==> src/cmd_fifo.sv <==
module cmd_fifo #(
    parameter type T     = logic,
    parameter int  DEPTH = 4
) (
    input  logic clk,
    input  logic rst_n,
    input  logic push,
    input  T     din,
    input  logic pop,
    output T     dout,
    output logic full,
    output logic empty
);

    typedef logic [$clog2(DEPTH)-1:0]   ptr_t;
    typedef logic [$clog2(DEPTH+1)-1:0] cnt_t;

    T     mem [DEPTH];
    ptr_t wr_ptr;
    ptr_t rd_ptr;
    cnt_t count;
    logic do_push;
    logic do_pop;

    assign full    = (count == cnt_t'(DEPTH));
    assign empty   = (count == '0);
    assign do_push = push && !full;
    assign do_pop  = pop && !empty;
    assign dout    = mem[rd_ptr];

    always_ff @(posedge clk) begin
        if (!rst_n) begin
            wr_ptr <= '0;
            rd_ptr <= '0;
            count  <= '0;
        end else begin
            if (do_push) begin
                wr_ptr <= (wr_ptr == ptr_t'(DEPTH - 1)) ? '0 : ptr_t'(wr_ptr + 1);
            end
            if (do_pop) begin
                rd_ptr <= (rd_ptr == ptr_t'(DEPTH - 1)) ? '0 : ptr_t'(rd_ptr + 1);
            end
            count <= cnt_t'(count + cnt_t'(do_push) - cnt_t'(do_pop));
        end
    end

    always_ff @(posedge clk) begin
        if (do_push) begin
            mem[wr_ptr] <= din;
        end
    end

endmodule

==> config.mk <==
export PLATFORM = sky130hd
export DESIGN_NAME = cmd_fifo
export DESIGN_NICKNAME = d
export VERILOG_FILES = /design/src/cmd_fifo.sv
export SDC_FILE = /design/constraint.sdc
export NUM_CORES = 1
export LEC_CHECK = 0
export BUFFER_PORTS_ARGS = -buffer_cell sky130_fd_sc_hd__buf_2
export CORE_MARGIN = 2
export CORE_UTILIZATION = 37
export DETAILED_ROUTE_END_ITERATION = 10
export GPL_TIMING_DRIVEN = 0
export SETUP_SLACK_MARGIN = 0.1
export SLEW_MARGIN = 15
export SYNTH_ARGS = -nofsm -noshare
export SYNTH_HDL_FRONTEND = slang
export SYNTH_SLANG_ARGS = --single-unit
==> constraint.sdc <==
create_clock -name clk -period 6.6 [get_ports clk]
set_input_delay 0.66 -clock clk [delete_from_list [all_inputs] [get_ports clk]]
set_output_delay 0.66 -clock clk [all_outputs]
set_load 0.005 [all_outputs]
# Yosys cells after proc, flatten, opt, wreduce, memory -nomap -nowiden
# Memories as Yosys holds them, arrays and structs flattened. A register that Yosys moved wholly into a read port is not among the register bits.
# Cells that the tools add are included.
[classes]
eq_ne = 3
n_addsub = 4
reduce_logical = 5
mux = 6
[op_table]
columns = ["op", "count"]
rows = [
  ["2-to-1 mux 2 bit", 4],
  ["adder 2 x 1 -> 2 bit, second input constant", 2],
  ["equality test 2 bit, second input constant", 2],
  ["adder 3 x 1 -> 3 bit", 1],
  ["equality test 3 bit, second input constant", 1],
  ["logical NOT 3 bit", 1],
  ["subtractor 3 x 1 -> 3 bit", 1],
  ["logical AND 1 bit", 2],
  ["logical NOT 1 bit", 2],
  ["2-to-1 mux 1 bit", 2],
]
[totals]
mem_count = 1
regBits = 7
inputBits = 5
out_inout_bits = 3
ramBits = 4
[memory_table]
columns = ["memory", "depth", "width", "rd", "rd_clocked_by_memory_dff", "wr", "line", "text"]
rows = [
  ["mem", 4, 1, 1, 1, 1, "18", "T mem [DEPTH];"],
]

# Longest topological paths before layout
[logic_depth]
word_depth = 5
mapped_depth = 12
depth_no_buf = 11

# Least setup slack after synthesis
# No wires, ideal clock.
[synth_path]
kind = "input port to flip-flop"
from = "in push"
to = "reg count[2]"
slack_ps = 4282
arrival_ps = 2203
stages = 11
cell_sequence = "nor2b_1 buf_6 inv_1 ha_1 inv_1 ha_1 inv_1 fa_1 xnor2_1 xnor2_1 and2_1"
[synth_via]
elab_chain_cells = 3
[synth_lines]
columns = ["item", "line", "text"]
rows = [
  ["from (decl)", "7", "input logic push,"],
  ["logical AND 1 bit", "27", "assign do_push = push && !full;"],
  ["adder 3 x 1 -> 3 bit", "43", "count <= cnt_t'(count + cnt_t'(do_push) - cnt_t'(do_pop));"],
  ["subtractor 3 x 1 -> 3 bit", "43", ""],
  ["to (signal assigned)", "43", ""],
  ["to (decl)", "21", "cnt_t count;"],
]
# No other way between the ends.
# A chain may end at the register's enable or synchronous reset.

# Worst setup path after layout
[layout_path]
from = "reg count[1]"
to = "reg count[2]"
[layout_via]
elab_chain_cells = 5
[layout_lines]
columns = ["item", "line", "text"]
rows = [
  ["equality test 3 bit", "25", "assign full = (count == cnt_t'(DEPTH));"],
  ["logical NOT 1 bit", "27", ""],
  ["logical AND 1 bit", "27", ""],
  ["adder 3 x 1 -> 3 bit", "43", ""],
  ["subtractor 3 x 1 -> 3 bit (*)", "43", ""],
]
# Every way passes the cells marked *; elsewhere a longest branch is shown, timed or not.

==> results.yml <==
place:
  placed_cell_area_sq_um: 687
  place_congestion: 0.629
  port_buffers: 7
  hpwl_um: 646
timing:
  timing.hold.ws_ps: 506
  fin_crit_ps: 2370
  grt_setup_unrepaired: "no"
  slew_headroom: 0.649
  drv_slew: 0
  hold_viol: 0
  finalSetupViolations: 0
  tns_ps: 0
  clock.fmax_ghz: 0.422
  worst_pin_slew_ps: 522
  final.period_utilization: 0.359
  clock_skew_ps: 2.12
logic_synthesis:
  synth_top_area_frac: 0.285
  synth_fp_nets: 70
  synth_seq_area_share: 0.475
  synth_area_leaders: "dfxtp_1 (29%), edfxtp_1 (19%), ha_1 (14%)"
  yosysTopAreaCell: "dfxtp_1"
  ys_warn_count: 0
  netlist_instances: 57
  ys_ff_latch: 13
  syn_area_per_cell_sq_um: 11.1
  yosysUniqueCellTypes: 20
  syn-cell-area_sq_um: 632
critical_path:
  end_kind: "flip-flop"
  critPathLaunchType: "flip-flop"
  cp_common_cell: "inv_1"
  slowest_stage: "o31ai_1"
  cp.required_ps: 6770
  cp_cell_sequence: "o31ai_1 -> inv_1 -> ha_1 -> inv_1 -> ha_1 -> inv_1 -> fa_1 -> xnor2_1 -> xnor2_1 -> and2_1"
  crit_path_max_incr_delay_ps: 510
  cp_max_fo: 5
  worstPathArrival_ps: 2540
  path_class: "reg -> reg"
power:
  power_per_cell_area_nw_per_um2: 362
  vdd_drop_max_uv: 141
  power_leakage_nw: 0.319
  total_power_mw: 0.258
routing:
  drc: 0
  drtPass1Iterations: 2
  wl_per_cell_um: 9.80
  wl_um: 823
  drt_iter0_drc: 2
  viasPerCell: 4.52
  routed-via-count: 380
  postRouteAntennaNets: 0
global_route:
  grt_pass1_wl_um: 1380
  grt_max_degree: 11
  grt_usage: 0.100
  grt_use_met3: 0.0240
  use_met1: 0.124
  grtUsageMet2: 0.151
  first_global_vias: 334
  grt_overflow_total: 0
  grt.busiest_layer: "met2"
  antenna_found_initial: 0
finish:
  drive_gt1_frac: 0.206
  fillers: 148
  num_antenna_cells: 0
  final_util: 0.457
  seqCellArea_sq_um: 300
  finalNetCount: 82
  synthToLayoutAreaGrowth_pct: 12.9
  final_area_sq_um: 713
  multi_input_area_sq_um: 294
cts:
  cts_hold_buffers: 0
  clk_pin_slew_ps: 80
  clock-root-buffer: "clkbuf_4"
  cts_inserted_buffers: 3
  post_cts_buffers: 0
  clockBufferDepth: 2
  cts.sinks: 13
  ctsResizeCount: 0
  tritoncts: "yes"
  htree_levels: 1
  worstSkewPairLatency_ps: 270
hold_path:
  hold_class: "reg -> reg"
floorplanning:
  dieArea_sq_um: 2050
  die_x_um: 45.3
  num_rows: 14
  fp.coreArea_sq_um: 1560
  fp.dieH_um: 45.3
  initial_core_util: 0.405
  pin_count: 8
job:
  maxCapViolations: 0
run_status:
  outcome: "completed"
==> cells in the final DEF, fill, tap and decap left out <==
master,netlist,layout
clkbuf_4,0,3
edfxtp_1,4,4
and2_1,5,5
nor2b_1,2,2
xnor2_1,2,2
nor3b_2,1,1
ha_1,7,7
dfxtp_1,9,9
and2_2,1,1
mux4_2,1,1
buf_6,1,1
fa_1,1,1
nand3_1,2,2
nand2_1,6,6
buf_2,0,7
o21ai_0,2,2
clkbuf_1,1,2
nor3_1,1,1
inv_1,6,6
mux2i_1,2,2
o31ai_1,1,1
nor2_1,2,2
==> routing by layer <==
metal | part of all wire | vias up
met3 | 0.028 | 2
li1 | - | 209
met1 | 0.52 | 165
met4 | 0.015 | 0
met2 | 0.43 | 4
met5 | 0 | -
==> kinds of logic after synthesis <==
family	synth area share
buffers and inverters	0.0594
AOI/OAI and AO/OA	0.0277
muxes	0.0673
and+or+nand+nor	0.172
xor gates and xnor gates	0.0277
DFF	0.475
adders and majority gates	0.170
==> layout make-up <==
| class | count | share of cell area |
|---|---|---|
| sequential | 13 | 0.421 |
| multi-input combinational | 36 | 0.412 |
| timing repair buffer | 7 | 0.0491 |
| clock buffer | 4 | 0.0368 |
| inverter | 6 | 0.0316 |
| tap | 16 | 0.0281 |
| buffer | 2 | 0.0211 |
==> power by group <==
| group | switching [mW] | leakage (nW) | internal [mW] | total, mW |
|---|---|---|---|---|
| clock network | 0.0247 | 0.0150 | 0.0234 | 0.0481 |
| registers | 0.0181 | 0.111 | 0.103 | 0.121 |
| logic | 0.0389 | 0.193 | 0.0504 | 0.0893 |
| total | 0.0818 | 0.319 | 0.177 | 0.258 |
==> Yosys cell counts <==
| cell type | count |
|---|---|
| dfxtp_1 | 9 |
| ha_1 | 7 |
| inv_1 | 6 |
| nand2_1 | 6 |
| and2_1 | 5 |
| edfxtp_1 | 4 |
| mux2i_1 | 2 |
| nand3_1 | 2 |
| nor2_1 | 2 |
| nor2b_1 | 2 |
| o21ai_0 | 2 |
| xnor2_1 | 2 |
| and2_2 | 1 |
| buf_6 | 1 |
| clkbuf_1 | 1 |
| fa_1 | 1 |
| mux4_2 | 1 |
| nor3_1 | 1 |
| nor3b_2 | 1 |
| o31ai_1 | 1 |
==> final timing paths <==
check                               start        end  slack (ps)  depth (start not counted)
worst max-delay path             count[1]   count[2]        4230                         10
worst min-delay path            wr_ptr[1]  wr_ptr[1]         510                          2
worst max register to register   count[1]   count[2]        4230                         10
worst min register to register  wr_ptr[1]  wr_ptr[1]         510                          2
==> critical path, delay by kind of cell (launching register included) <==
family	cells	cell delay (ps)
buffers and inverters	3	200
adder cells (fa/ha/maj)	3	780
XOR/XNOR	2	260
AO/OA/AOI/OAI	1	510
flip-flops	1	380
AND/OR/NAND/NOR	1	140
==> metrics by stage <==
step                      std cells  setup WS (ps)
after floorplan                  57           4280
after global placement           80           4110
after detailed placement         80           4110
after CTS                        84           4200
after global routing             84           4040
final                            84           4230
Note: power is estimated with default switching activity, not from simulation.
