===== config.mk =====
export PLATFORM = sky130hd
export DESIGN_NAME = rvv_alu
export DESIGN_NICKNAME = d
export VERILOG_FILES = /design/src/rvv_lite_pkg.sv /design/src/rvv_alu.sv
export SDC_FILE = /design/constraint.sdc
export NUM_CORES = 1
export LEC_CHECK = 0
export CAP_MARGIN = 20
export CORE_MARGIN = 3
export CORE_UTILIZATION = 35
export DETAILED_ROUTE_END_ITERATION = 10
export DONT_BUFFER_PORTS = 1
export GPL_TIMING_DRIVEN = 1
export PLACE_DENSITY_LB_ADDON = 0.15
export SETUP_SLACK_MARGIN = 0.5
export SLEW_MARGIN = 25
export SYNTH_ARGS = -nofsm -noshare
export SYNTH_HDL_FRONTEND = slang
export SYNTH_SLANG_ARGS = --single-unit

===== constraint.sdc =====
create_clock -name clk -period 5.7 [get_ports clk]
set_clock_uncertainty 0.2 [all_clocks]
set_input_delay 1.14 -clock clk [delete_from_list [all_inputs] [get_ports clk]]
set_output_delay 1.14 -clock clk [all_outputs]
set_load 0.01 [all_outputs]

===== src/rvv_lite_pkg.sv =====
package rvv_lite_pkg;

    localparam int VLEN       = 128;
    localparam int SEW        = 8;
    localparam int NUM_ELEM   = VLEN / SEW;
    localparam int NUM_VREG   = 32;
    localparam int VREG_IDX_W = 5;
    localparam int XLEN       = 32;

    // Queue depths
    localparam int CQ_DEPTH   = 4;
    localparam int RS_DEPTH   = 4;
    localparam int ROB_DEPTH  = 8;
    localparam int ROB_TAG_W  = 3;

    typedef enum logic [2:0] {
        OP_VADD_VV = 3'd0,
        OP_VSUB_VV = 3'd1,
        OP_VAND_VV = 3'd2,
        OP_VOR_VV  = 3'd3,
        OP_VADD_VX = 3'd4,
        OP_VMV_VX  = 3'd5
    } vec_op_e;

    typedef logic [VLEN-1:0] vreg_t;

    typedef struct packed {
        vec_op_e                op;
        logic [VREG_IDX_W-1:0]  vd;
        logic [VREG_IDX_W-1:0]  vs1;
        logic [VREG_IDX_W-1:0]  vs2;
        logic [XLEN-1:0]        scalar;
    } rvv_cmd_t;

    // opnd_a is vs2, opnd_b is vs1 or the replicated scalar byte
    typedef struct packed {
        vec_op_e                op;
        logic [ROB_TAG_W-1:0]   tag;
        vreg_t                  opnd_a;
        vreg_t                  opnd_b;
    } rs_entry_t;

endpackage


===== src/rvv_alu.sv =====
module rvv_alu import rvv_lite_pkg::*; (
    input  logic                    clk,
    input  logic                    rst_n,
    input  rs_entry_t               rs_head,
    input  logic                    rs_empty,
    output logic                    rs_pop,
    output logic                    wb_valid,
    output logic [ROB_TAG_W-1:0]    wb_tag,
    output vreg_t                   wb_data
);

    vreg_t alu_res;

    assign rs_pop = !rs_empty;

    // Element-wise, wraps modulo 256
    always_comb begin
        alu_res = '0;
        for (int i = 0; i < NUM_ELEM; i++) begin
            case (rs_head.op)
                OP_VADD_VV, OP_VADD_VX: alu_res[i*SEW +: SEW] =
                    rs_head.opnd_a[i*SEW +: SEW] + rs_head.opnd_b[i*SEW +: SEW];
                OP_VSUB_VV: alu_res[i*SEW +: SEW] =
                    rs_head.opnd_a[i*SEW +: SEW] - rs_head.opnd_b[i*SEW +: SEW];
                OP_VAND_VV: alu_res[i*SEW +: SEW] =
                    rs_head.opnd_a[i*SEW +: SEW] & rs_head.opnd_b[i*SEW +: SEW];
                OP_VOR_VV: alu_res[i*SEW +: SEW] =
                    rs_head.opnd_a[i*SEW +: SEW] | rs_head.opnd_b[i*SEW +: SEW];
                default: alu_res[i*SEW +: SEW] = rs_head.opnd_b[i*SEW +: SEW];
            endcase
        end
    end

    always_ff @(posedge clk) begin
        if (!rst_n) begin
            wb_valid <= 1'b0;
        end else begin
            wb_valid <= !rs_empty;
        end
    end

    always_ff @(posedge clk) begin
        if (!rs_empty) begin
            wb_tag  <= rs_head.tag;
            wb_data <= alu_res;
        end
    end

endmodule


# [Word level (Yosys, flattened, before mapping)]
# Cells that the tools add are included.
[totals] register_bits=132 in_bits=265 out_inout_bits=133 word_cells=90
[op_classes] add_sub_neg=32 eq_ne=4 n_mux=16 bitwise=32 n_reduce_logical=3
[ops] operator="$pmux 8 s4" count=16
[ops] operator="$add 8x8->8" count=16
[ops] operator="$and 8x8->8" count=16
[ops] operator="$or 8x8->8" count=16
[ops] operator="$sub 8x8->8" count=16
[ops] operator="$eq 3x2->1 const B" count=2
[ops] operator="$eq 3x1->1 const B" count=1
[ops] operator="$eq 3x3->1 const B" count=1
[ops] operator="$logic_not 3->1" count=1
[ops] operator="$reduce_or 2->1" count=1
[ops] operator="$logic_not 1->1" count=1

# [Depth between registers and ports, before layout]
[depth] ltp_word=3 depth_mapped=13 ltp_nobuf=11

# [Worst setup path after synthesis]
# OpenSTA, ideal clock, no wires.
[synth_timing] path_type="input-to-output" startpoint="input rs_empty" endpoint="output rs_pop" arrival_time_ns=3.726 required_time_ns=4.360 setup_slack_ns=0.634 cell_stages=1 n_path_buf=0 path_cell_list="inv_1"
[synth_between] elab_chain_len=1
[synth_rtl] element="start: declaration" line="rvv_alu.sv:5" rtl="input logic rs_empty,"
[synth_rtl] element="$logic_not 1->1"
[synth_rtl] element="end: declaration" line="rvv_alu.sv:6" rtl="output logic rs_pop,"
# No other way between the ends.

# [Worst setup path after layout]
[layout_timing] startpoint="input rs_head[260] in the netlist's numbering" endpoint="register wb_data[38] (data pin)"
[layout_between] elab_chain_len=3 elab_cells_between_ends=7 cone_classes="eq/ne (4); mux (1); reduce/logical (2)"
[layout_rtl] element="start: declaration" line="rvv_alu.sv:4" rtl="input rs_entry_t rs_head,"
[layout_rtl] element="$eq 3x3->1 or $logic_not 3->1 (tied branches)" line="rvv_alu.sv:20" rtl="case (rs_head.op)"
[layout_rtl] element="$reduce_or 2->1" line="rvv_alu.sv:20"
[layout_rtl] element="$pmux 8 s4 *" line="rvv_alu.sv:20"
[layout_rtl] element="via alu_res[38]" line="rvv_alu.sv:12" rtl="vreg_t alu_res;"
[layout_rtl] element="end signal: assignment" line="rvv_alu.sv:45" rtl="wb_data <= alu_res;"
[layout_rtl] element="end: declaration" line="rvv_alu.sv:9" rtl="output vreg_t wb_data"
# Mark *: on every way through the listed nets, which the timed path passes. The rest lies on a longest branch.
# A chain may end at the register's enable or synchronous reset.

==> metrics.yaml <==
status:
  status: "finished clean"
logic_synthesis:
  synth_top_family_by_area: "compound AO/OA/AOI/OAI gates"
  syn-cell-area_sq_um: 15500
  synth.largest_area_cell: "edfxtp_1"
  async_flop_share_pct: 0
  synth_seq_cells: 132
  synth_top_area_share_pct: 25.4
  synth_xor_area_share_pct: 8.14
  yosysUniqueCellTypes: 46
  synthMuxAreaShare_pct: 1.03
  synth_edf_count: 131
  synth_adder_area_share_pct: 15.0
  synthFlopType: "edfxtp_1"
  synth-simple-area-share_pct: 15.1
  synth-compound-area-share_pct: 30.1
  synthesis.instances: 1909
  syn_avg_cell_area_sq_um: 8.12
  yosys-top-cells-area: "edfxtp_1 25%, ha_1 13%, xnor2_1 6.7%"
  ys_seq_area_share_pct: 25.5
  syn-num-nets: 2350
  yosys_warnings: 0
power_and_ir_drop:
  cellPowerDensity_nw_per_um2: 244
  p_leak_nw: 6.27
  vdd_drop_max_uv: 132
sta:
  period_needed_ps: 3640
  maxSlewViolCount: 0
  max_slew_margin_pct: 26.0
  worstMarginPinSlew_ps: 1110
  rsz0062_at_grt: "false"
  max_freq_mhz: 275
  setup_ws_ps: 2060
  setup_viol_count_final: 0
  setup_tns_ps: 0
  hold_viol: 0
  finalCritPeriodShare_pct: 63.8
floorplan:
  fp.dieH_microns: 216
  start_util_pct: 35.7
  num_rows: 76
  die_x_microns: 216
  core_sq_um: 43400
  design.die.area_sq_um: 46800
  pin_count: 398
global_route:
  grt_max_degree: 185
  grt_pass1_vias: 13924
  antenna_found_initial: 0
  grt_pass1_wl_microns: 85500
  grt.overflow.total: 0
  grt_usage_pct: 23.4
critical_path:
  path_cells: "nor2_1 > nand2_2 > buf_4 > nor2_1 > a21o_1 > fa_1 > nor2b_1 > o31a_1 > mux2i_1 > a211oi_1 > o211ai_2"
  cp_num_buf_inv: 1
  crit_slowest_cell: "fa_1"
  path_class: "input pin to flop"
  arrival_ps: 3640
  endpoint_kind: "flop"
  worstPathRequired_ps: 5700
  crit_fanout: 184
  critical-path-top-delay-family: "compound AO/OA/AOI/OAI gates"
  path_common_cell: "nor2_1"
  cp-start-kind: "input pin"
  max_stage_delay_ps: 440
placed_design:
  dp.cells: 2408
  gp_congestion: 0.856
  hpwlAfterDp_microns: 39300
  io_buffer_count: 0
  dp_slack_ps: 1660
  placed_area_sq_um: 15900
route:
  ant_nets: 0
  first_pass_iters: 5
  vias_per_cell: 5.97
  wl_per_cell_microns: 23.3
  drt_wl_total_microns: 56800
  drc: 0
  detail_route.iter0.violations: 1083
  vias: 14576
cts:
  cts_sinks: 132
  postCtsHoldBufs: 0
  root_buffer: "clkbuf_16"
  clkTransAtPathRegs_ps: 70
  h-tree-depth: 4
  cts_tree: "built"
  ctsResizeCount: 0
  post_cts_buffers: 0
  cts_inserted_buffers: 17
  clock_tree.buffer_depth: 2
final_layout:
  nets: 2283
  syn_to_final_growth_pct: 6.92
  post-route-util_pct: 38.2
  fillers: 4431
  stdcell_count: 2440
  regArea_sq_um: 3950
  diodes: 0
  design_area_sq_um: 16600
  drive_gt1_share_pct: 3.94
  multi_input_area_sq_um: 10800
job:
  maxCapViolations: 0
hold_path:
  hold_class: "input pin to flop"
metal layers:
layer / vias to the layer above / wire length, microns / track usage, %
met1: 7059 / 24100 / 28.9
met5: - / 0 / 0
met3: 65 / 4500 / 6.49
li1: 6939 / - / -
met2: 513 / 27000 / 40.0
met4: 0 / 1270 / 6.92
registers in the layout (all words and copies together) (netlist names):
register  count
wb_valid      1
wb_tag        3
wb_data     128
synth_stat cells, types with 2 or more instances:
library cell,count
clkbuf_1,55
o31a_1,32
or3b_2,10
a221o_1,16
a21o_1,16
nand3_1,9
o211ai_1,16
ha_1,160
xor2_1,26
inv_1,87
and2_1,8
nor2_1,172
a22oi_1,32
a21oi_1,142
a31oi_1,29
nor3_1,32
buf_6,5
a221oi_1,16
edfxtp_1,131
xnor2_1,118
nand2_1,201
o21a_1,64
a211oi_1,32
o22ai_1,96
or4_1,5
buf_1,4
or4b_1,11
o31ai_1,26
nand2b_1,18
o41ai_1,11
o211ai_2,5
nor2b_1,44
nor4_1,4
buf_2,33
o21ai_0,197
buf_4,2
fa_1,16
o21ai_1,5
mux2i_1,16
final cells by class:
type                            instances  share of cell area (%)
Clock buffer                           17                    2.57
Multi-Input combinational cell       1590                    65.1
Sequential cell                       132                    23.9
Timing Repair Buffer                   14                   0.785
Inverter                               87                    2.00
Tap cell                              585                    4.42
Clock inverter                         15                    1.28
cells in the final DEF, fill, tap and decap left out, types with 32 or more instances in the layout:
cell type    n
inv_1       85
ha_1       160
nor3_1      32
o21a_1      64
a21oi_1    142
o21ai_0    197
o22ai_1     96
a22oi_1     32
nor2b_1     44
nand2_1    200
nor2_1     170
xnor2_1    118
a211oi_1    32
o31a_1      32
edfxtp_1   131
worst paths after layout:
path	startpoint	end	slack [ps]	cells after the start
setup / recovery	rs_head[260]	wb_data[38]$_DFFE_PN_	2060	11
hold / removal	rs_empty	wb_valid$_SDFF_PN0_	560	1
report_power, final:
part	internal (mW)	total [mW]	switching (mW)
combinational	0.621	1.39	0.764
clock	0.772	1.28	0.507
sequential	1.25	1.39	0.140
stage by stage:
| stage | power [mW] | hold WS (ps) |
|---|---|---|
| floorplan | 2.50 | 1010 |
| global route | 4.30 | 539 |
| finish | 4.05 | 562 |
| detailed placement | 2.78 | 1030 |
| global placement | 2.76 | 1020 |
| CTS | 4.08 | 528 |
logic make-up (layout without fill, tap and decap cells):
| kind of cell | count (synthesis) | after routing |
|---|---|---|
| buf+inv | 187 | 133 |
| xor+xnor | 144 | 144 |
| flops | 132 | 132 |
| mux | 16 | 16 |
| fa+ha+maj | 176 | 176 |
| compound gates | 737 | 737 |
| simple gates | 517 | 517 |
(Power assumes the default switching activity.)
