<file path="config.mk">
export PLATFORM = sky130hd
export DESIGN_NAME = rvv_dispatch_ctrl_flat
export DESIGN_NICKNAME = d
export VERILOG_FILES = /design/src/rvv_lite_pkg.sv /design/src/rvv_ifs.sv /design/src/rvv_dispatch_ctrl.sv /design/src/flat_wrapper.sv
export SDC_FILE = /design/constraint.sdc
export NUM_CORES = 1
export LEC_CHECK = 0
export ABC_AREA = 1
export BUFFER_PORTS_ARGS = -buffer_cell sky130_fd_sc_hd__buf_2
export CORE_AREA = 4 4 239 241
export DETAILED_ROUTE_END_ITERATION = 16
export DIE_AREA = 0 0 243 245
export GPL_TIMING_DRIVEN = 0
export SYNTH_ARGS = -nofsm -noshare
export SYNTH_HDL_FRONTEND = slang
export SYNTH_SLANG_ARGS = --single-unit
export TNS_END_PERCENT = 1
</file>
<file path="constraint.sdc">
create_clock -name vclk -period 1.4
set_input_delay 0.07 -clock vclk [all_inputs]
set_output_delay 0.07 -clock vclk [all_outputs]
set_load 0.005 [all_outputs]
</file>
<file path="src/rvv_lite_pkg.sv">
package rvv_lite_pkg;

    localparam int VLEN       = 128;
    localparam int SEW        = 8;
    localparam int NUM_ELEM   = VLEN / SEW;
    localparam int NUM_VREG   = 32;
    localparam int VREG_IDX_W = 5;
    localparam int XLEN       = 32;

    // Queue depths
    localparam int CQ_DEPTH   = 4;
    localparam int RS_DEPTH   = 4;
    localparam int ROB_DEPTH  = 8;
    localparam int ROB_TAG_W  = 3;

    typedef enum logic [2:0] {
        OP_VADD_VV = 3'd0,
        OP_VSUB_VV = 3'd1,
        OP_VAND_VV = 3'd2,
        OP_VOR_VV  = 3'd3,
        OP_VADD_VX = 3'd4,
        OP_VMV_VX  = 3'd5
    } vec_op_e;

    typedef logic [VLEN-1:0] vreg_t;

    typedef struct packed {
        vec_op_e                op;
        logic [VREG_IDX_W-1:0]  vd;
        logic [VREG_IDX_W-1:0]  vs1;
        logic [VREG_IDX_W-1:0]  vs2;
        logic [XLEN-1:0]        scalar;
    } rvv_cmd_t;

    // opnd_a is vs2, opnd_b is vs1 or the replicated scalar byte
    typedef struct packed {
        vec_op_e                op;
        logic [ROB_TAG_W-1:0]   tag;
        vreg_t                  opnd_a;
        vreg_t                  opnd_b;
    } rs_entry_t;

endpackage

</file>
<file path="src/rvv_ifs.sv">
interface rob_alloc_if import rvv_lite_pkg::*; ();

    logic                   alloc_valid;
    logic [VREG_IDX_W-1:0]  alloc_vd;
    logic [ROB_TAG_W-1:0]   alloc_tag;
    logic                   rob_full;
    // One bit per destination still owned by an unretired entry
    logic [NUM_VREG-1:0]    vd_busy;

    modport ctrl (output alloc_valid, alloc_vd, input alloc_tag, rob_full, vd_busy);
    modport rob  (input alloc_valid, alloc_vd, output alloc_tag, rob_full, vd_busy);

endinterface

interface vrf_rd_if import rvv_lite_pkg::*; ();

    logic [VREG_IDX_W-1:0]  rd_idx_a;
    logic [VREG_IDX_W-1:0]  rd_idx_b;
    vreg_t                  rd_data_a;
    vreg_t                  rd_data_b;

    modport ctrl (output rd_idx_a, rd_idx_b, input rd_data_a, rd_data_b);
    modport vrf  (input rd_idx_a, rd_idx_b, output rd_data_a, rd_data_b);

endinterface

</file>
<file path="src/rvv_dispatch_ctrl.sv">
module rvv_dispatch_ctrl import rvv_lite_pkg::*; (
    input  logic            clk,
    input  logic            rst_n,
    input  rvv_cmd_t        cq_head,
    input  logic            cq_empty,
    output logic            cq_pop,
    rob_alloc_if.ctrl       rob,
    vrf_rd_if.ctrl          vrf,
    output logic            rs_push,
    output rs_entry_t       rs_entry,
    input  logic            rs_full
);

    logic reads_vs1;
    logic reads_vs2;
    logic scalar_form;
    logic raw_hazard;
    logic dispatch;

    // Source usage per opcode
    always_comb begin
        reads_vs1   = 1'b0;
        reads_vs2   = 1'b0;
        scalar_form = 1'b0;
        case (cq_head.op)
            OP_VADD_VV, OP_VSUB_VV, OP_VAND_VV, OP_VOR_VV: begin
                reads_vs1 = 1'b1;
                reads_vs2 = 1'b1;
            end
            OP_VADD_VX: begin
                reads_vs2   = 1'b1;
                scalar_form = 1'b1;
            end
            default: scalar_form = 1'b1;
        endcase
    end

    assign raw_hazard = (reads_vs1 && rob.vd_busy[cq_head.vs1]) ||
                        (reads_vs2 && rob.vd_busy[cq_head.vs2]);

    assign dispatch = !cq_empty && !rob.rob_full && !rs_full && !raw_hazard;

    assign cq_pop          = dispatch;
    assign rob.alloc_valid = dispatch;
    assign rob.alloc_vd    = cq_head.vd;
    assign rs_push         = dispatch;

    // Port a reads vs2, port b reads vs1
    assign vrf.rd_idx_a = cq_head.vs2;
    assign vrf.rd_idx_b = cq_head.vs1;

    assign rs_entry.op     = cq_head.op;
    assign rs_entry.tag    = rob.alloc_tag;
    assign rs_entry.opnd_a = vrf.rd_data_a;
    assign rs_entry.opnd_b = scalar_form ? {NUM_ELEM{cq_head.scalar[SEW-1:0]}}
                                         : vrf.rd_data_b;

endmodule

</file>
<file path="src/flat_wrapper.sv">
// flat-port wrapper written by rule: the top's interface ports become plain ports
module rvv_dispatch_ctrl_flat import rvv_lite_pkg::*;
  (clk, rst_n, cq_head, cq_empty, cq_pop, rs_push, rs_entry, rs_full, rob_alloc_valid, rob_alloc_vd, rob_alloc_tag, rob_rob_full, rob_vd_busy, vrf_rd_idx_a, vrf_rd_idx_b, vrf_rd_data_a, vrf_rd_data_b);
  rob_alloc_if rob_i ();
  vrf_rd_if vrf_i ();
  input  logic clk;
  input  logic rst_n;
  input  rvv_cmd_t cq_head;
  input  logic cq_empty;
  output logic cq_pop;
  output logic rs_push;
  output rs_entry_t rs_entry;
  input  logic rs_full;
  output wire logic [$bits(rob_i.alloc_valid)-1:0] rob_alloc_valid;
  output wire logic [$bits(rob_i.alloc_vd)-1:0] rob_alloc_vd;
  input wire logic [$bits(rob_i.alloc_tag)-1:0] rob_alloc_tag;
  input wire logic [$bits(rob_i.rob_full)-1:0] rob_rob_full;
  input wire logic [$bits(rob_i.vd_busy)-1:0] rob_vd_busy;
  output wire logic [$bits(vrf_i.rd_idx_a)-1:0] vrf_rd_idx_a;
  output wire logic [$bits(vrf_i.rd_idx_b)-1:0] vrf_rd_idx_b;
  input wire logic [$bits(vrf_i.rd_data_a)-1:0] vrf_rd_data_a;
  input wire logic [$bits(vrf_i.rd_data_b)-1:0] vrf_rd_data_b;
  assign rob_alloc_valid = rob_i.alloc_valid;
  assign rob_alloc_vd = rob_i.alloc_vd;
  assign rob_i.alloc_tag = rob_alloc_tag;
  assign rob_i.rob_full = rob_rob_full;
  assign rob_i.vd_busy = rob_vd_busy;
  assign vrf_rd_idx_a = vrf_i.rd_idx_a;
  assign vrf_rd_idx_b = vrf_i.rd_idx_b;
  assign vrf_i.rd_data_a = vrf_rd_data_a;
  assign vrf_i.rd_data_b = vrf_rd_data_b;
  rvv_dispatch_ctrl u_core (.clk(clk), .rst_n(rst_n), .cq_head(cq_head), .cq_empty(cq_empty), .cq_pop(cq_pop), .rob(rob_i), .vrf(vrf_i), .rs_push(rs_push), .rs_entry(rs_entry), .rs_full(rs_full));
endmodule
</file>
# Yosys cells after proc, flatten, opt, wreduce, memory -nomap -nowiden
# Index checks and enable logic that the tools add are counted.
dict set report classes {
  order_cmp 2
  n_eq_ne 4
  muxes 7
  reduce_logical 13
}
# cell count
set ops {}
lappend ops {{two-way mux 128 bit} 1}
lappend ops {{< comparator 5 x 6 -> 1 bit (second input constant)} 2}
lappend ops {{binary-select mux 1 bit (select 5 bit)} 2}
lappend ops {{== test 3 x 2 -> 1 bit (second input constant)} 2}
lappend ops {{logical AND 1 bit} 5}
lappend ops {{OR reduction 5 bit} 1}
lappend ops {{zero test 1 bit} 4}
lappend ops {{two-way mux 1 bit} 4}
lappend ops {{OR reduction 4 bit} 1}
lappend ops {{== test 3 x 1 -> 1 bit (second input constant)} 1}
lappend ops {{== test 3 bit (second input constant)} 1}
lappend ops {{zero test 3 bit} 1}
lappend ops {{logical OR 1 bit} 1}
dict set report totals {
  regBits 0
  in_bits 346
  elab_cells 26
}

# Logic depth before layout (Yosys ltp)
dict set report logic_depth {
  ltp_word 7
  ltp_mapped 13
  depth_no_buf 10
}

# Worst setup path before layout
# Ideal clock, no wire load.
dict set report synth_path {
  path_type {in2out}
  start {input port cq_head[37] in the netlist's numbering}
  end {output port rob_alloc_valid}
  t_arrival_ns 1.095
  t_required_ns 1.330
  slack_ns 0.235
  cell_stages 13
  path_buffers 3
  path_cell_list {buf_6 > inv_4 > buf_6 > nand2_1 > nand3_1 > nand3_1 > nand2_1 > nand2_1 > nand3_1 > nand3_1 > nand2_1 > nor2_1 > buf_4}
}
dict set report synth_via {
  elab_chain_cells 6
}
# item line
set synth_lines {}
lappend synth_lines {{start, declared} flat_wrapper.sv:8} ;# input rvv_cmd_t cq_head;
lappend synth_lines {{binary-select mux 1 bit (select 5 bit)} rvv_dispatch_ctrl.sv:38} ;# assign raw_hazard = (reads_vs1 && rob.vd_busy[cq_head.vs1]) ||
lappend synth_lines {{two-way mux 1 bit (not written as such)} rvv_dispatch_ctrl.sv:38}
lappend synth_lines {{logical AND 1 bit} rvv_dispatch_ctrl.sv:38}
lappend synth_lines {{logical OR 1 bit} rvv_dispatch_ctrl.sv:38}
lappend synth_lines {{zero test 1 bit} rvv_dispatch_ctrl.sv:41} ;# assign dispatch = !cq_empty && !rob.rob_full && !rs_full && !raw_hazard;
lappend synth_lines {{logical AND 1 bit} rvv_dispatch_ctrl.sv:41}
lappend synth_lines {{end, declared} flat_wrapper.sv:14} ;# output wire logic [$bits(rob_i.alloc_valid)-1:0] rob_alloc_valid;
# No other way between the ends. The select of a mux whose other input is x is not followed.

# Final worst setup path
dict set report layout_path {
  start {input port cq_head[49] in the netlist's numbering}
  end {output port rs_push}
}
dict set report layout_via {
  elab_chain_cells 7
  word_cells_on_any_way 14
  classes_between {eq/ne: 4; mux: 2; reduce/logical: 8}
}
# item line
set layout_lines {}
lappend layout_lines {{== test 3 bit, or another cell as far along} rvv_dispatch_ctrl.sv:25} ;# case (cq_head.op)
lappend layout_lines {{OR reduction 5 bit (no line) or OR reduction 4 bit (tied branches)} --}
lappend layout_lines {{two-way mux 1 bit} rvv_dispatch_ctrl.sv:25}
lappend layout_lines {{logical AND 1 bit, on equally long branches} {rvv_dispatch_ctrl.sv:39, rvv_dispatch_ctrl.sv:38}}
lappend layout_lines {{logical OR 1 bit *} rvv_dispatch_ctrl.sv:38}
lappend layout_lines {{zero test 1 bit *} rvv_dispatch_ctrl.sv:41}
lappend layout_lines {{logical AND 1 bit *} rvv_dispatch_ctrl.sv:41}
lappend layout_lines {{end, declared} flat_wrapper.sv:11} ;# output logic rs_push;
# Mark *: on every way between the ends. The rest lies on a longest branch, timed or not.

==> results by group <==
Run status
  – Status: finished, violations left
  – Failing checks: negative setup slack

Pwr
  – Reg power frac: 0
  – Switching share of power: 0.501
  – PD cells: 315 nW/µm²
  – Comb pwr share: 1.000
  – Internal: 0.000977 W
  – Worst IR Drop VDD: between 0.15 and 0.2 mV
  – Leak: just under 4 nW
  – Pwr Total: 0.00196 W
  – Clock share of power: 0
  – Switching pwr: 0.000980 W

Critical path
  – Worst Path Arrival: 1.37 ns
  – CP endpoint kind: output port
  – Kind of start point of the critical path: input pin
  – CP startpoint: cq_head[49]
  – CP max FO: 10
  – WP data required: 1.33 ns
  – CP Class: input pin to output port

Finish
  – Multi-input gate area: 1620 µm²
  – # nets final: 1397
  – # clk buffers: 0
  – Share of cells above drive strength 1: 0.627
  – Synth-to-Final Area Change: 112%
  – Register area: 0 µm²
  – Number of fill cells: between 6000 and 7000
  – Sequential cells: 0

Global routing
  – GRT Residual Overflow: 0
  – Initial antenna violation count: 15
  – Via count of the first global-routing pass: 5383
  – Pin count of the biggest net entering global routing: 11
  – First-pass GRT wire length: roughly 39000 µm
  – Tot GR Track Use: 0.0908

Synth
  – Syn_area_per_cell: 4.96 µm²
  – Post-synthesis sequential area ratio: 0
  – Cells after Synth: 590
  – Syn Std Cell Area: 2930 µm²
  – Mapped Nets: roughly 940
  – Library cells used by synthesis: 14
  – Number of synthesis warnings: 0

Die
  – Rows: 86
  – Initial Util: 0.0534
  – Core Area: 54900 µm²
  – Die X: 243 µm
  – Die footprint: around 60000 µm²
  – Die height: 245 µm
  – IO Pins: 626

Timing
  – Final Hold Vio Count: 0
  – Fin worst setup slack: -0.0408 ns
  – Pins Over Slew Limit: 0
  – Setup Viol. Count Final: 2
  – Final period util: 1.03
  – Relative slew slack: 0.651
  – Worst-Margin Slew: 0.523 ns
  – Crit path time final: 1.44 ns
  – Sum Neg Setup Slack: -0.0799 ns
  – RSZ-0062 raised after global routing: yes
  – Max frequency: just under 700 MHz

Detailed routing
  – DR vias: 5382
  – Vias per cell: 3.07
  – DR DRC count: 0
  – Drt wl/cell: 17.2 µm
  – Post-route ant nets: 0
  – Iteration-0 DRC Markers: around 200
  – Routed wire length: 30200 µm
  – DRT Pass-1 Iters: 4

Min path
  – Hold path startpoint: vrf_rd_data_a[96]
  – Hold Path Stages: 2
  – Hold endpoint: rs_entry[224]
  – Worst hold-check path type: input pin to output port

Run
  – Max_cap viols: 0

Placed design
  – Gp weighted congestion: 0.929
  – Number of port buffers: 459
  – DPL Wire Length: 27000 µm

Clock tree
  – Setup bufs post-CTS: 0
power by group through the flow:
stage                           clock (W)  sequential (W)  combinational [W]
after detailed placement                0               0            0.00194
after CTS                               0               0            0.00197
after global placement                  0               0            0.00195
after floorplan                         0               0           0.000856
final                      0.000000000193               0            0.00196
after global routing      0.0000000000961               0            0.00215
layer usage:
metal / share of wire / global-route usage
met1: 0.39 / 0.111
met2: 0.48 / 0.161
met3: 0.089 / 0.0202
met4: 0.037 / 0.0236
met5: 0.00043 / 0
worst max-delay path, stage by stage:
cell and delay (ns):
buf_2 0.19, inv_2 0.09, buf_2 0.40, nor2_1 0.12, a21oi_2 0.18, nor2_4 0.06, buf_4 0.13, buf_2 0.11
synth_stat cells:
cell,n,area [µm²]
nand2_1,334,1250
buf_4,153,1150
nand3_1,55,275
buf_2,14,70.1
clkbuf_1,11,41.3
buf_6,4,45.0
inv_1,4,15.0
inv_2,3,11.3
nand2_2,3,18.8
nor2_1,3,11.3
inv_4,2,12.5
nand3b_1,2,15.0
a21oi_1,1,5.00
nor3_1,1,5.00
timing repair:
action | CTS | global route
endpoints found under the setup margin | 112 | 20
gates cloned | 0 | 0
hold buffers | 0 | 0
gates resized for setup | 24 | 13
pin swaps | 1 | 0
cell type report:
type,instances,share of cell area
Tap cell,704,0.142
Multi-Input combinational cell,399,0.261
Timing Repair Buffer,459,0.370
Antenna cell,2,0.000806
Buffer,182,0.219
Inverter,9,0.00706
through the flow:
| stage | instances | setup slack [ns] | utilization | hold slack, ns | cell area (µm²) |
|---|---|---|---|---|---|
| final | 1755 | -0.0408 | 0.113 | 0.306 | 6210 |
| after global routing | 1754 | -0.139 | 0.113 | 0.309 | 6200 |
| after CTS | 1753 | -0.158 | 0.112 | 0.307 | 6160 |
| after detailed placement | 1753 | -0.852 | 0.111 | 0.307 | 6110 |
| after global placement | 1753 | -0.867 | 0.111 | 0.308 | 6110 |
| after floorplan | 590 | 0.235 | - | 0.221 | 2930 |
worst max path at each step:
stage / depth (start not counted) / end / slack [ns]
CTS: 5 / rs_entry[118] / -0.16
floorplan: 13 / rob_alloc_valid / 0.23
finish: 8 / rs_push / -0.04
global placement: 5 / rs_entry[80] / -0.87
global route: 12 / rob_alloc_valid / -0.14
detailed placement: 5 / rs_entry[80] / -0.85
cells by family after synthesis:
group           count (synthesis)  synth area share
simple gates                  398             0.539
compound gates                  1           0.00171
buf+inv                       191             0.459
layout by cell type (no fill, tap or decap):
master,Yosys,final
clkbuf_4,0,5
nor2_1,3,2
buf_4,153,152
inv_1,4,4
nand3b_1,2,2
buf_8,0,1
inv_6,0,2
clkbuf_2,0,6
diode_2,0,2
nand2_1,334,329
nand3_2,0,3
clkbuf_1,11,1
inv_2,3,3
nor2_4,0,1
nor3_1,1,1
buf_6,4,7
a21oi_2,0,1
buf_2,14,469
nand3_1,55,52
nand2_2,3,8
Power figures use the tool's default switching activity.
