$ cat src/rvv_lite_pkg.sv
package rvv_lite_pkg;

    localparam int VLEN       = 128;
    localparam int SEW        = 8;
    localparam int NUM_ELEM   = VLEN / SEW;
    localparam int NUM_VREG   = 32;
    localparam int VREG_IDX_W = 5;
    localparam int XLEN       = 32;

    // Queue depths
    localparam int CQ_DEPTH   = 4;
    localparam int RS_DEPTH   = 4;
    localparam int ROB_DEPTH  = 8;
    localparam int ROB_TAG_W  = 3;

    typedef enum logic [2:0] {
        OP_VADD_VV = 3'd0,
        OP_VSUB_VV = 3'd1,
        OP_VAND_VV = 3'd2,
        OP_VOR_VV  = 3'd3,
        OP_VADD_VX = 3'd4,
        OP_VMV_VX  = 3'd5
    } vec_op_e;

    typedef logic [VLEN-1:0] vreg_t;

    typedef struct packed {
        vec_op_e                op;
        logic [VREG_IDX_W-1:0]  vd;
        logic [VREG_IDX_W-1:0]  vs1;
        logic [VREG_IDX_W-1:0]  vs2;
        logic [XLEN-1:0]        scalar;
    } rvv_cmd_t;

    // opnd_a is vs2, opnd_b is vs1 or the replicated scalar byte
    typedef struct packed {
        vec_op_e                op;
        logic [ROB_TAG_W-1:0]   tag;
        vreg_t                  opnd_a;
        vreg_t                  opnd_b;
    } rs_entry_t;

endpackage

$ cat src/rvv_ifs.sv
interface rob_alloc_if import rvv_lite_pkg::*; ();

    logic                   alloc_valid;
    logic [VREG_IDX_W-1:0]  alloc_vd;
    logic [ROB_TAG_W-1:0]   alloc_tag;
    logic                   rob_full;
    // One bit per destination still owned by an unretired entry
    logic [NUM_VREG-1:0]    vd_busy;

    modport ctrl (output alloc_valid, alloc_vd, input alloc_tag, rob_full, vd_busy);
    modport rob  (input alloc_valid, alloc_vd, output alloc_tag, rob_full, vd_busy);

endinterface


$ cat src/rvv_rob.sv
module rvv_rob import rvv_lite_pkg::*; (
    input  logic                    clk,
    input  logic                    rst_n,
    rob_alloc_if.rob                alloc,
    input  logic                    wb_valid,
    input  logic [ROB_TAG_W-1:0]    wb_tag,
    input  vreg_t                   wb_data,
    output logic                    rt_valid,
    output logic [VREG_IDX_W-1:0]   rt_vd,
    output vreg_t                   rt_data
);

    logic [ROB_DEPTH-1:0]   valid_q;
    logic [ROB_DEPTH-1:0]   done_q;
    logic [VREG_IDX_W-1:0]  vd_q [ROB_DEPTH];
    vreg_t                  data_q [ROB_DEPTH];
    logic [ROB_TAG_W-1:0]   head;
    logic [ROB_TAG_W-1:0]   tail;
    logic [ROB_TAG_W:0]     count;

    assign alloc.alloc_tag = tail;
    assign alloc.rob_full  = (count == (ROB_TAG_W+1)'(ROB_DEPTH));

    // Head retires once its result has landed
    assign rt_valid = valid_q[head] && done_q[head];
    assign rt_vd    = vd_q[head];
    assign rt_data  = data_q[head];

    always_comb begin
        alloc.vd_busy = '0;
        for (int i = 0; i < ROB_DEPTH; i++) begin
            if (valid_q[i]) begin
                alloc.vd_busy[vd_q[i]] = 1'b1;
            end
        end
    end

    always_ff @(posedge clk) begin
        if (!rst_n) begin
            valid_q <= '0;
            done_q  <= '0;
            head    <= '0;
            tail    <= '0;
            count   <= '0;
        end else begin
            if (alloc.alloc_valid) begin
                valid_q[tail] <= 1'b1;
                done_q[tail]  <= 1'b0;
                tail          <= ROB_TAG_W'(tail + 1);
            end
            if (wb_valid) begin
                done_q[wb_tag] <= 1'b1;
            end
            if (rt_valid) begin
                valid_q[head] <= 1'b0;
                done_q[head]  <= 1'b0;
                head          <= ROB_TAG_W'(head + 1);
            end
            count <= (ROB_TAG_W+1)'(count + (ROB_TAG_W+1)'(alloc.alloc_valid)
                                          - (ROB_TAG_W+1)'(rt_valid));
        end
    end

    always_ff @(posedge clk) begin
        if (alloc.alloc_valid) begin
            vd_q[tail] <= alloc.alloc_vd;
        end
        if (wb_valid) begin
            data_q[wb_tag] <= wb_data;
        end
    end

endmodule

$ cat src/flat_wrapper.sv
// flat-port wrapper written by rule: the top's interface ports become plain ports
module rvv_rob_flat import rvv_lite_pkg::*;
  (clk, rst_n, wb_valid, wb_tag, wb_data, rt_valid, rt_vd, rt_data, alloc_alloc_valid, alloc_alloc_vd, alloc_alloc_tag, alloc_rob_full, alloc_vd_busy);
  rob_alloc_if alloc_i ();
  input  logic clk;
  input  logic rst_n;
  input  logic wb_valid;
  input  logic [ROB_TAG_W-1:0] wb_tag;
  input  vreg_t wb_data;
  output logic rt_valid;
  output logic [VREG_IDX_W-1:0] rt_vd;
  output vreg_t rt_data;
  input wire logic [$bits(alloc_i.alloc_valid)-1:0] alloc_alloc_valid;
  input wire logic [$bits(alloc_i.alloc_vd)-1:0] alloc_alloc_vd;
  output wire logic [$bits(alloc_i.alloc_tag)-1:0] alloc_alloc_tag;
  output wire logic [$bits(alloc_i.rob_full)-1:0] alloc_rob_full;
  output wire logic [$bits(alloc_i.vd_busy)-1:0] alloc_vd_busy;
  assign alloc_i.alloc_valid = alloc_alloc_valid;
  assign alloc_i.alloc_vd = alloc_alloc_vd;
  assign alloc_alloc_tag = alloc_i.alloc_tag;
  assign alloc_rob_full = alloc_i.rob_full;
  assign alloc_vd_busy = alloc_i.vd_busy;
  rvv_rob u_core (.clk(clk), .rst_n(rst_n), .alloc(alloc_i), .wb_valid(wb_valid), .wb_tag(wb_tag), .wb_data(wb_data), .rt_valid(rt_valid), .rt_vd(rt_vd), .rt_data(rt_data));
endmodule
$ cat config.mk
export PLATFORM = sky130hd
export DESIGN_NAME = rvv_rob_flat
export DESIGN_NICKNAME = d
export VERILOG_FILES = /design/src/rvv_lite_pkg.sv /design/src/rvv_ifs.sv /design/src/rvv_rob.sv /design/src/flat_wrapper.sv
export SDC_FILE = /design/constraint.sdc
export NUM_CORES = 1
export LEC_CHECK = 0
export ABC_AREA = 1
export ABC_CLOCK_PERIOD_IN_PS = 3050
export BUFFER_PORTS_ARGS = -buffer_cell sky130_fd_sc_hd__clkbuf_2
export CAP_MARGIN = 20
export CELL_PAD_IN_SITES_DETAIL_PLACEMENT = 1
export CELL_PAD_IN_SITES_GLOBAL_PLACEMENT = 2
export CORE_MARGIN = 2
export CORE_UTILIZATION = 37
export CTS_CLUSTER_DIAMETER = 80
export CTS_CLUSTER_SIZE = 40
export DETAILED_ROUTE_END_ITERATION = 8
export GPL_ROUTABILITY_DRIVEN = 1
export PLACE_DENSITY_LB_ADDON = 0.1
export SYNTH_ARGS = -nofsm -noshare
export SYNTH_HDL_FRONTEND = slang
export SYNTH_SLANG_ARGS = --single-unit
export TNS_END_PERCENT = 20
$ cat constraint.sdc
create_clock -name clk -period 3.05 [get_ports clk]
set_clock_uncertainty 0.05 [all_clocks]
set_input_delay 0 -clock clk [delete_from_list [all_inputs] [get_ports clk]]
set_output_delay 0 -clock clk [all_outputs]
set_load 0.03 [all_outputs]
Word level (Yosys, flattened, before mapping)
Memories as Yosys holds them, arrays and structs flattened. A register that Yosys moved wholly into a read port is not among the register bits.
Index checks and enable logic that the tools add are counted.
{"block": "totals", "regBits": 26, "latch_bits": 0, "ramBits": 1064, "romBits": 0, "input_bits": 140, "elab_cells": 110, "memories": 2}
{"block": "classes", "n_addsub": 4, "multipliers": 0, "div": 0, "n_lt_le_gt_ge": 22, "n_eq_ne": 1, "shift": 0, "muxes": 50, "bitwise_logic": 14, "reduce_logical": 12}
{"name": "u_core.data_q", "depth": 8, "word_bits": 128, "read_ports": 1, "rd_ports_with_merged_regs": 1, "write_ports": 1, "line_no": "rvv_rob.sv:16", "rtl": "vreg_t data_q [ROB_DEPTH];"}
{"name": "u_core.vd_q", "depth": 8, "word_bits": 5, "read_ports": 9, "rd_ports_with_merged_regs": 1, "write_ports": 1, "line_no": "rvv_rob.sv:15", "rtl": "logic [VREG_IDX_W-1:0] vd_q [ROB_DEPTH];"}
{"cell": "$mux 32", "count": 8}
{"cell": "$or 32x32->32", "count": 7}
{"cell": "$mux 8", "count": 8}
{"cell": "$lt 5x6->1 const B", "count": 8}
{"cell": "$demux 1 s5", "count": 8}
{"cell": "$ge 5x1->1 const B", "count": 8}
{"cell": "$and 8x8->8", "count": 3}
{"cell": "$mux 1", "count": 17}
{"cell": "$not 8->8", "count": 2}
{"cell": "$or 8x8->8", "count": 2}
{"cell": "$logic_and 1x1->1", "count": 12}
{"cell": "$lt 3x4->1 const B", "count": 3}
{"cell": "$mux 3", "count": 4}
{"cell": "$demux 1 s3", "count": 3}
{"cell": "$ge 3x1->1 const B", "count": 3}
{"cell": "$add 3x1->3 const B", "count": 2}
{"cell": "$bmux 1 s3", "count": 2}
{"cell": "$add 4x1->4", "count": 1}
{"cell": "$eq 4x4->1 const B", "count": 1}
{"cell": "$sub 4x1->4", "count": 1}

Longest topological paths before layout
Gate-level depths: netlist of run 1.
{"block": "depth", "ltp_word": 19, "mapped_depth": 18}

Worst setup path before layout of run 1
Ideal clock, no wire load.
{"block": "synth_timing", "path_kind": "input to register", "from": "input wb_valid", "to": "memory u_core.data_q[0][0] (netlist bit) (enable)", "arrival_ps": 2785, "required_ps": 2519, "slack_ps": -266, "stages": 4, "path_buffers": 0, "cell_sequence": "inv_1 > nor2_1 > nand2_1 > inv_1"}
{"block": "synth_between", "elab_chain_len": 2}
{"item": "start: declaration", "line_no": "flat_wrapper.sv:7", "rtl": "input logic wb_valid;"}
{"item": "$mux 1", "line_no": "rvv_rob.sv:68", "rtl": "if (wb_valid) begin"}
{"item": "$mux 1 (not written as such)", "line_no": "rvv_rob.sv:69", "rtl": "data_q[wb_tag] <= wb_data;"}
{"item": "end: declaration", "line_no": "rvv_rob.sv:16"}
Every way passes these cells.

==> results_dict.tcl, run 1 <==
set metrics [dict create \
    grt_pass1_wl_mm 201.3 \
    power.total_mw 28.59 \
    maxSlewViolCount 0 \
    grt_antenna_before_repair 10 \
    ir_drop_v 0.0004406 \
    drt-pass1-iter-count 5 \
    syn_avg_cell_area_um2 11.94 \
    vias 30711 \
    cp_max_fo 154 \
    synth_nets 3877 \
    cp.arrival_ns 2.82 \
    p_leak_nw 18.72 \
    die_x_um 350.9 \
    worst_setup_path_end_kind "output port" \
    cts_made_buffers 55 \
    cts_tree "done" \
    cts_sinks 1093 \
    hpwl_mm 77.97 \
    synth-seq-area-share 0.7305 \
    syn_to_final_growth_pct 17.28 \
    core_um2 119700 \
    die_area_um2 123200 \
    clk_latency_ns 0.71 \
    grt_use_total 0.2155 \
    crit_path_top_delay_cell "buf_12" \
    finalHoldViolCount 0 \
    cts_root_buf "clkbuf_16" \
    drt-total-wl_mm 138.0 \
    grt_pass1_vias 31318 \
    ys.flop_type "edfxtp_1" \
    status "finished clean" \
    ant_nets 0 \
    synth_edf_count 1064 \
    syn_inst 3729 \
    period_share 0.9411 \
    pin_count 310 \
    fp.dieH_um 350.9 \
    path_clk_slew_ns 0.12 \
    fillers 12684 \
    p_per_area_nw_per_um2 547.3 \
    numPlacedInstances 5514 \
    initial_core_util 0.3722 \
    holdCritPathClass "in2reg" \
    viasPerCell 5.304 \
    cts_buffer_depth 3 \
    layout_common_cells "edfxtp_1, nor2_1, o21ai_0" \
    crit_family "buffers and inverters" \
    cpMostUsedCell "nand2_1" \
    ys_async_sr_fraction 0 \
    avgRoutedWirePerCell_um 23.83 \
    layout_commonest_cell "edfxtp_1" \
    globalplace.congestion 0.8726 \
    max_stage_delay_ns 0.52 \
    slew_headroom 0.3386 \
    yosys_warnings 0 \
    timing.fmax_ghz 0.3484 \
    period_minus_slack_ns 2.870 \
    place_area_um2 48270 \
    crit_chain "buf_12 -> o21ai_0 -> o22ai_1 -> nand2_1 -> nand2_1 -> clkbuf_2" \
    cp-start-kind "register" \
    grt_max_degree 161 \
    final_cells 5790 \
    synth.distinct_cells 35 \
    crit_required_ns 3.00 \
    stdcell_area_um2 52230 \
    setup_viol 0 \
    worst_pin_slew_ns 0.9921 \
    overflow 0 \
    netlist_area_um2 44540 \
    io_buffers 309 \
    rsz0062_at_grt "false" \
    drive_above_1_share 0.1248 \
    final_nets 4276 \
    dr.first_iter.drc_count 2162 \
    ys_ff_latch 1093 \
    cap_violations 0 \
    crit_buf_inv 2 \
    fin_util 0.4365 \
    path_class "reg2out" \
    h-tree-depth 2 \
    drc_errors 0 \
    rows 127 \
]
-- state kept, by name, summed over array words and instances, names as in the netlist, named ones only --
| signal | flops |
|---|---|
| u_core.vd_q | 40 |
| u_core.valid_q | 8 |
| u_core.done_q | 8 |
| u_core.data_q | 1024 |
| u_core.count | 4 |
| u_core.alloc.alloc_tag | 3 |
| u_core.head | 3 |
-- synthesized netlist by cell type, types with 3 or more instances --
master,n,area (um2)
clkbuf_1,152,570.6
edfxtp_1,1064,31950
ha_1,7,87.58
a31oi_1,5,31.28
a2bb2oi_1,4,35.03
inv_2,4,15.01
nor3_1,36,180.2
nand2_1,527,1978
buf_4,4,30.03
buf_2,53,265.3
dfxtp_1,29,580.6
nor2_1,621,2331
a21oi_1,79,395.4
a22oi_1,33,247.7
o2111ai_1,7,61.31
nand4_1,19,118.9
o22ai_1,274,1714
a211oi_1,3,22.52
o21ai_0,544,2723
inv_1,148,555.5
nand3_1,94,470.5
buf_1,4,15.01
-- final timing paths --
path	slack [ns]	start	depth (start not counted)	endpoint
worst min register to register	0.49	u_core.alloc.alloc_tag[0]	2	u_core.alloc.alloc_tag[0]
worst min-delay path	0.05	wb_data[59]	2	u_core.data_q[2][59]
worst max-delay path	0.18	register	6	rt_data[95]
worst max register to register	0.53	u_core.head[0]	15	u_core.count[0]
-- worst register-to-register path, cell delays in order, from the launching register on --
cell	delay [ns]
dfxtp_1	0.53
inv_2	0.18
nand2_1	0.09
nand2_1	0.05
nand2_1	0.05
nand2_1	0.05
nand2_1	0.09
nand2_4	0.05
nand2_2	0.07
inv_2	0.06
ha_1	0.27
inv_1	0.04
ha_1	0.26
nand2_1	0.06
dlygate4sd3_1	0.55
inv_1	0.04
-- metal layers --
metal,track usage,share of wire
met1,0.3048,0.48
met2,0.3598,0.47
met3,0.02723,0.035
met4,0.03801,0.015
met5,0,0.00057
-- metrics by stage --
| step | hold slack [ns] | TNS, ns | worst slack (ns) |
|---|---|---|---|
| 2_1_floorplan | 0.04345 | -162.78 | -0.2663 |
| 3_3_place_gp | 0.2311 | 0 | 0.4969 |
| 3_5_place_dp | 0.2332 | 0 | 0.4716 |
| 4_1_cts | 0.002769 | 0 | 0.05744 |
| 5_1_grt | 0.04414 | 0 | 0.02764 |
| 6_report | 0.04797 | 0 | 0.1796 |
-- power breakdown --
part	internal (mW)	switching [mW]
Sequential	17.0	0.130
Clock	4.15	5.69
Combinational	0.510	1.15
Total	21.6	6.97
-- final cells by class --
cell class              instances  area (um2)  share of cell area
repair buffers                557        4289             0.08212
inverters                     153       658.1             0.01260
diodes                          3       7.507           0.0001437
well taps                    1612        2017             0.03862
clock inverters                47       779.5             0.01492
flip-flops and latches       1093       32540              0.6231
multi-input cells            2268       10530              0.2016
clock buffers                  57        1405             0.02690
-- cell families (layout without fill, tap and decap cells) --
logic type                 after synthesis  count (layout)  synth area share
AOI/OAI and AO/OA                      953             953            0.1181
xor gates and xnor gates                 2               2         0.0003934
adders and majority gates                8               8          0.002416
buffers and inverters                  368             814           0.03318
DFF                                   1093            1093            0.7305
other                                    0               3                 0
and+or+nand+nor                       1305            1305            0.1154
-- timing repair --
item | 4_1_cts | 5_1_grt
setup endpoints to repair | 12 | 29
gates cloned | 0 | 3
buffers inserted | 0 | 4
hold buffers | 162 | 0
gates resized for setup | 1 | 4
endpoints found under the hold margin | 1101 | 0
No activity file was read; power rests on OpenSTA's default activity.
==> run 2, diff against run 1 <==
- CELL_PAD_IN_SITES_DETAIL_PLACEMENT: 1 -> 0
- CELL_PAD_IN_SITES_GLOBAL_PLACEMENT: 2 -> 1
- CORE_UTILIZATION: 37 -> 44
==> run 2 against run 1 <==
  * Sequential share of layout area is 1.3 points higher
  * Register-to-register slack got worse by 0.11 ns
  * Non-clock buffer count fell by 27
  * Flip-flop and latch count is the same
  * First-iteration DRC count increased by 19%
  * Setup slack gained 0.029 ns
  * Clock power is 14% lower
  * Combinational power is 4% lower
  * Maximum frequency rose by 1.0%
  * Clock-buffer cell count is 10 lower
==> results_dict.tcl, run 2 (synthesis results as in run 1) <==
set metrics [dict create \
    cap_violations 0 \
    layout_common_cells "edfxtp_1, nor2_1, o21ai_0" \
    final_nets 4239 \
    grt_use_total 0.2267 \
    path_clk_slew_ns 0.12 \
    maxSlewViolCount 0 \
    place_area_um2 47900 \
    avgRoutedWirePerCell_um 22.12 \
    worst_pin_slew_ns 0.9046 \
    worst_setup_path_end_kind "output port" \
    p_per_area_nw_per_um2 530.5 \
    busiest_layer "met2" \
    finalHoldViolCount 0 \
    cts_buffer_depth 3 \
    p_leak_nw 18.39 \
    core_um2 100100 \
    period_minus_slack_ns 2.842 \
    layout_commonest_cell "edfxtp_1" \
    h-tree-depth 2 \
    top_regs "u_core.data_q x1024, u_core.vd_q x40" \
    ant_nets 0 \
    die_area_um2 103800 \
    slew_headroom 0.3969 \
    pin_count 310 \
    fin_util 0.5106 \
    die_x_um 322.1 \
    cp.arrival_ns 2.79 \
    setup_viol 0 \
    clk_latency_ns 0.67 \
    io_buffers 309 \
    ff2ff_path_depth 15 \
    path_class "reg2out" \
    place_ws_ns 0.4397 \
    reg2reg_slack_ns 0.42 \
    cp_max_fo 208 \
    top_register "u_core.data_q" \
    cp-start-kind "register" \
    stdcell_area_um2 51140 \
    grt_use_met3 0.03234 \
    globalplace.congestion 0.9536 \
    hold_ws_ns 0.08840 \
    initial_core_util 0.4447 \
    cts_tree "done" \
    drt-total-wl_mm 120.1 \
    dr.first_iter.drc_count 2577 \
    rows 116 \
    cts_made_buffers 45 \
    largest_register_ffs 1024 \
    timing.fmax_ghz 0.3519 \
    vias 29875 \
    grt_antenna_before_repair 8 \
    use_met2 0.3740 \
    rsz0062_at_grt "false" \
    viasPerCell 5.503 \
    cts_root_buf "clkbuf_16" \
    drt-pass1-iter-count 6 \
    cts_sinks 1093 \
    overflow 0 \
    grtUsageMet1 0.3202 \
    fp.dieH_um 322.1 \
    grt_pass1_vias 28317 \
    r2r-start "u_core.head[2]" \
    timing.rr.end "u_core.count[2]" \
    status "finished clean" \
    power.total_mw 27.13 \
    setup_ws_ns 0.2083 \
    ir_drop_v 0.0007074 \
    hpwl_mm 69.53 \
    grt_max_degree 209 \
    holdCritPathClass "in2reg" \
    syn_to_final_growth_pct 14.82 \
    period_share 0.9317 \
    grt_pass1_wl_mm 178.2 \
    drc_errors 0 \
    cp-endpoint "rt_data[89]" \
    drive_above_1_share 0.1199 \
    fillers 8946 \
    crit_required_ns 3.00 \
]
## run 2: area by class of cell
type | count | area (um2) | share of cell area
clock inverters | 37 | 571.8 | 0.01118
flip-flops and latches | 1093 | 32540 | 0.6364
well taps | 1298 | 1624 | 0.03176
repair buffers | 530 | 4026 | 0.07874
inverters | 153 | 646.9 | 0.01265
multi-input cells | 2268 | 10540 | 0.2061
clock buffers | 47 | 1176 | 0.02300
diodes | 3 | 7.507 | 0.0001468
## run 2: repair_timing
| item | 4_1_cts | 5_1_grt |
|---|---|---|
| hold endpoints to repair | 1107 | 0 |
| resized for setup | 0 | 1 |
| buffers inserted | 0 | 1 |
| setup endpoints to repair | 0 | 17 |
| hold buffers | 145 | 0 |
## run 2: worst min-delay path by stage
| stage | depth (start not counted) | end | slack [ns] | startpoint |
|---|---|---|---|---|
| floorplan | 2 | u_core.count[0] | 0.04 | rst_n |
| global placement | 1 | u_core.data_q[4][20] | 0.23 | wb_data[20] |
| detailed placement | 1 | u_core.data_q[0][50] | 0.23 | wb_data[50] |
| CTS | 2 | u_core.data_q[4][24] | 0.04 | wb_data[24] |
| global route | 2 | u_core.data_q[0][38] | 0.08 | wb_data[38] |
| finish | 2 | u_core.data_q[0][50] | 0.09 | wb_data[50] |
## run 2: critical path: stages, from the launching register on
cell and delay (ns):
dfxtp_4 0.49, buf_16 0.57, o21ai_0 0.23, o22ai_1 0.23
nand2_1 0.07, nand2_1 0.11, clkbuf_2 0.21
## run 2: through the flow
stage          setup TNS [ns]  instances
4_1_cts                     0       5425
6_report                    0       5429
5_1_grt                     0       5428
2_1_floorplan         -162.78       3729
3_3_place_gp                0       5196
3_5_place_dp                0       5196
## run 2: power breakdown
part           switching (mW)  internal (mW)  total, mW  leakage [nW]
registers               0.121           17.0       17.1          9.90
clock network            5.16           3.31       8.47         0.842
logic                    1.10          0.488       1.59          7.64
## run 2: layer usage
| metal | share of wire | wire length [um] |
|---|---|---|
| met1 | 0.45 | 53940 |
| met2 | 0.47 | 56750 |
| met3 | 0.058 | 6962 |
| met4 | 0.020 | 2365 |
| met5 | 0.00064 | 77 |
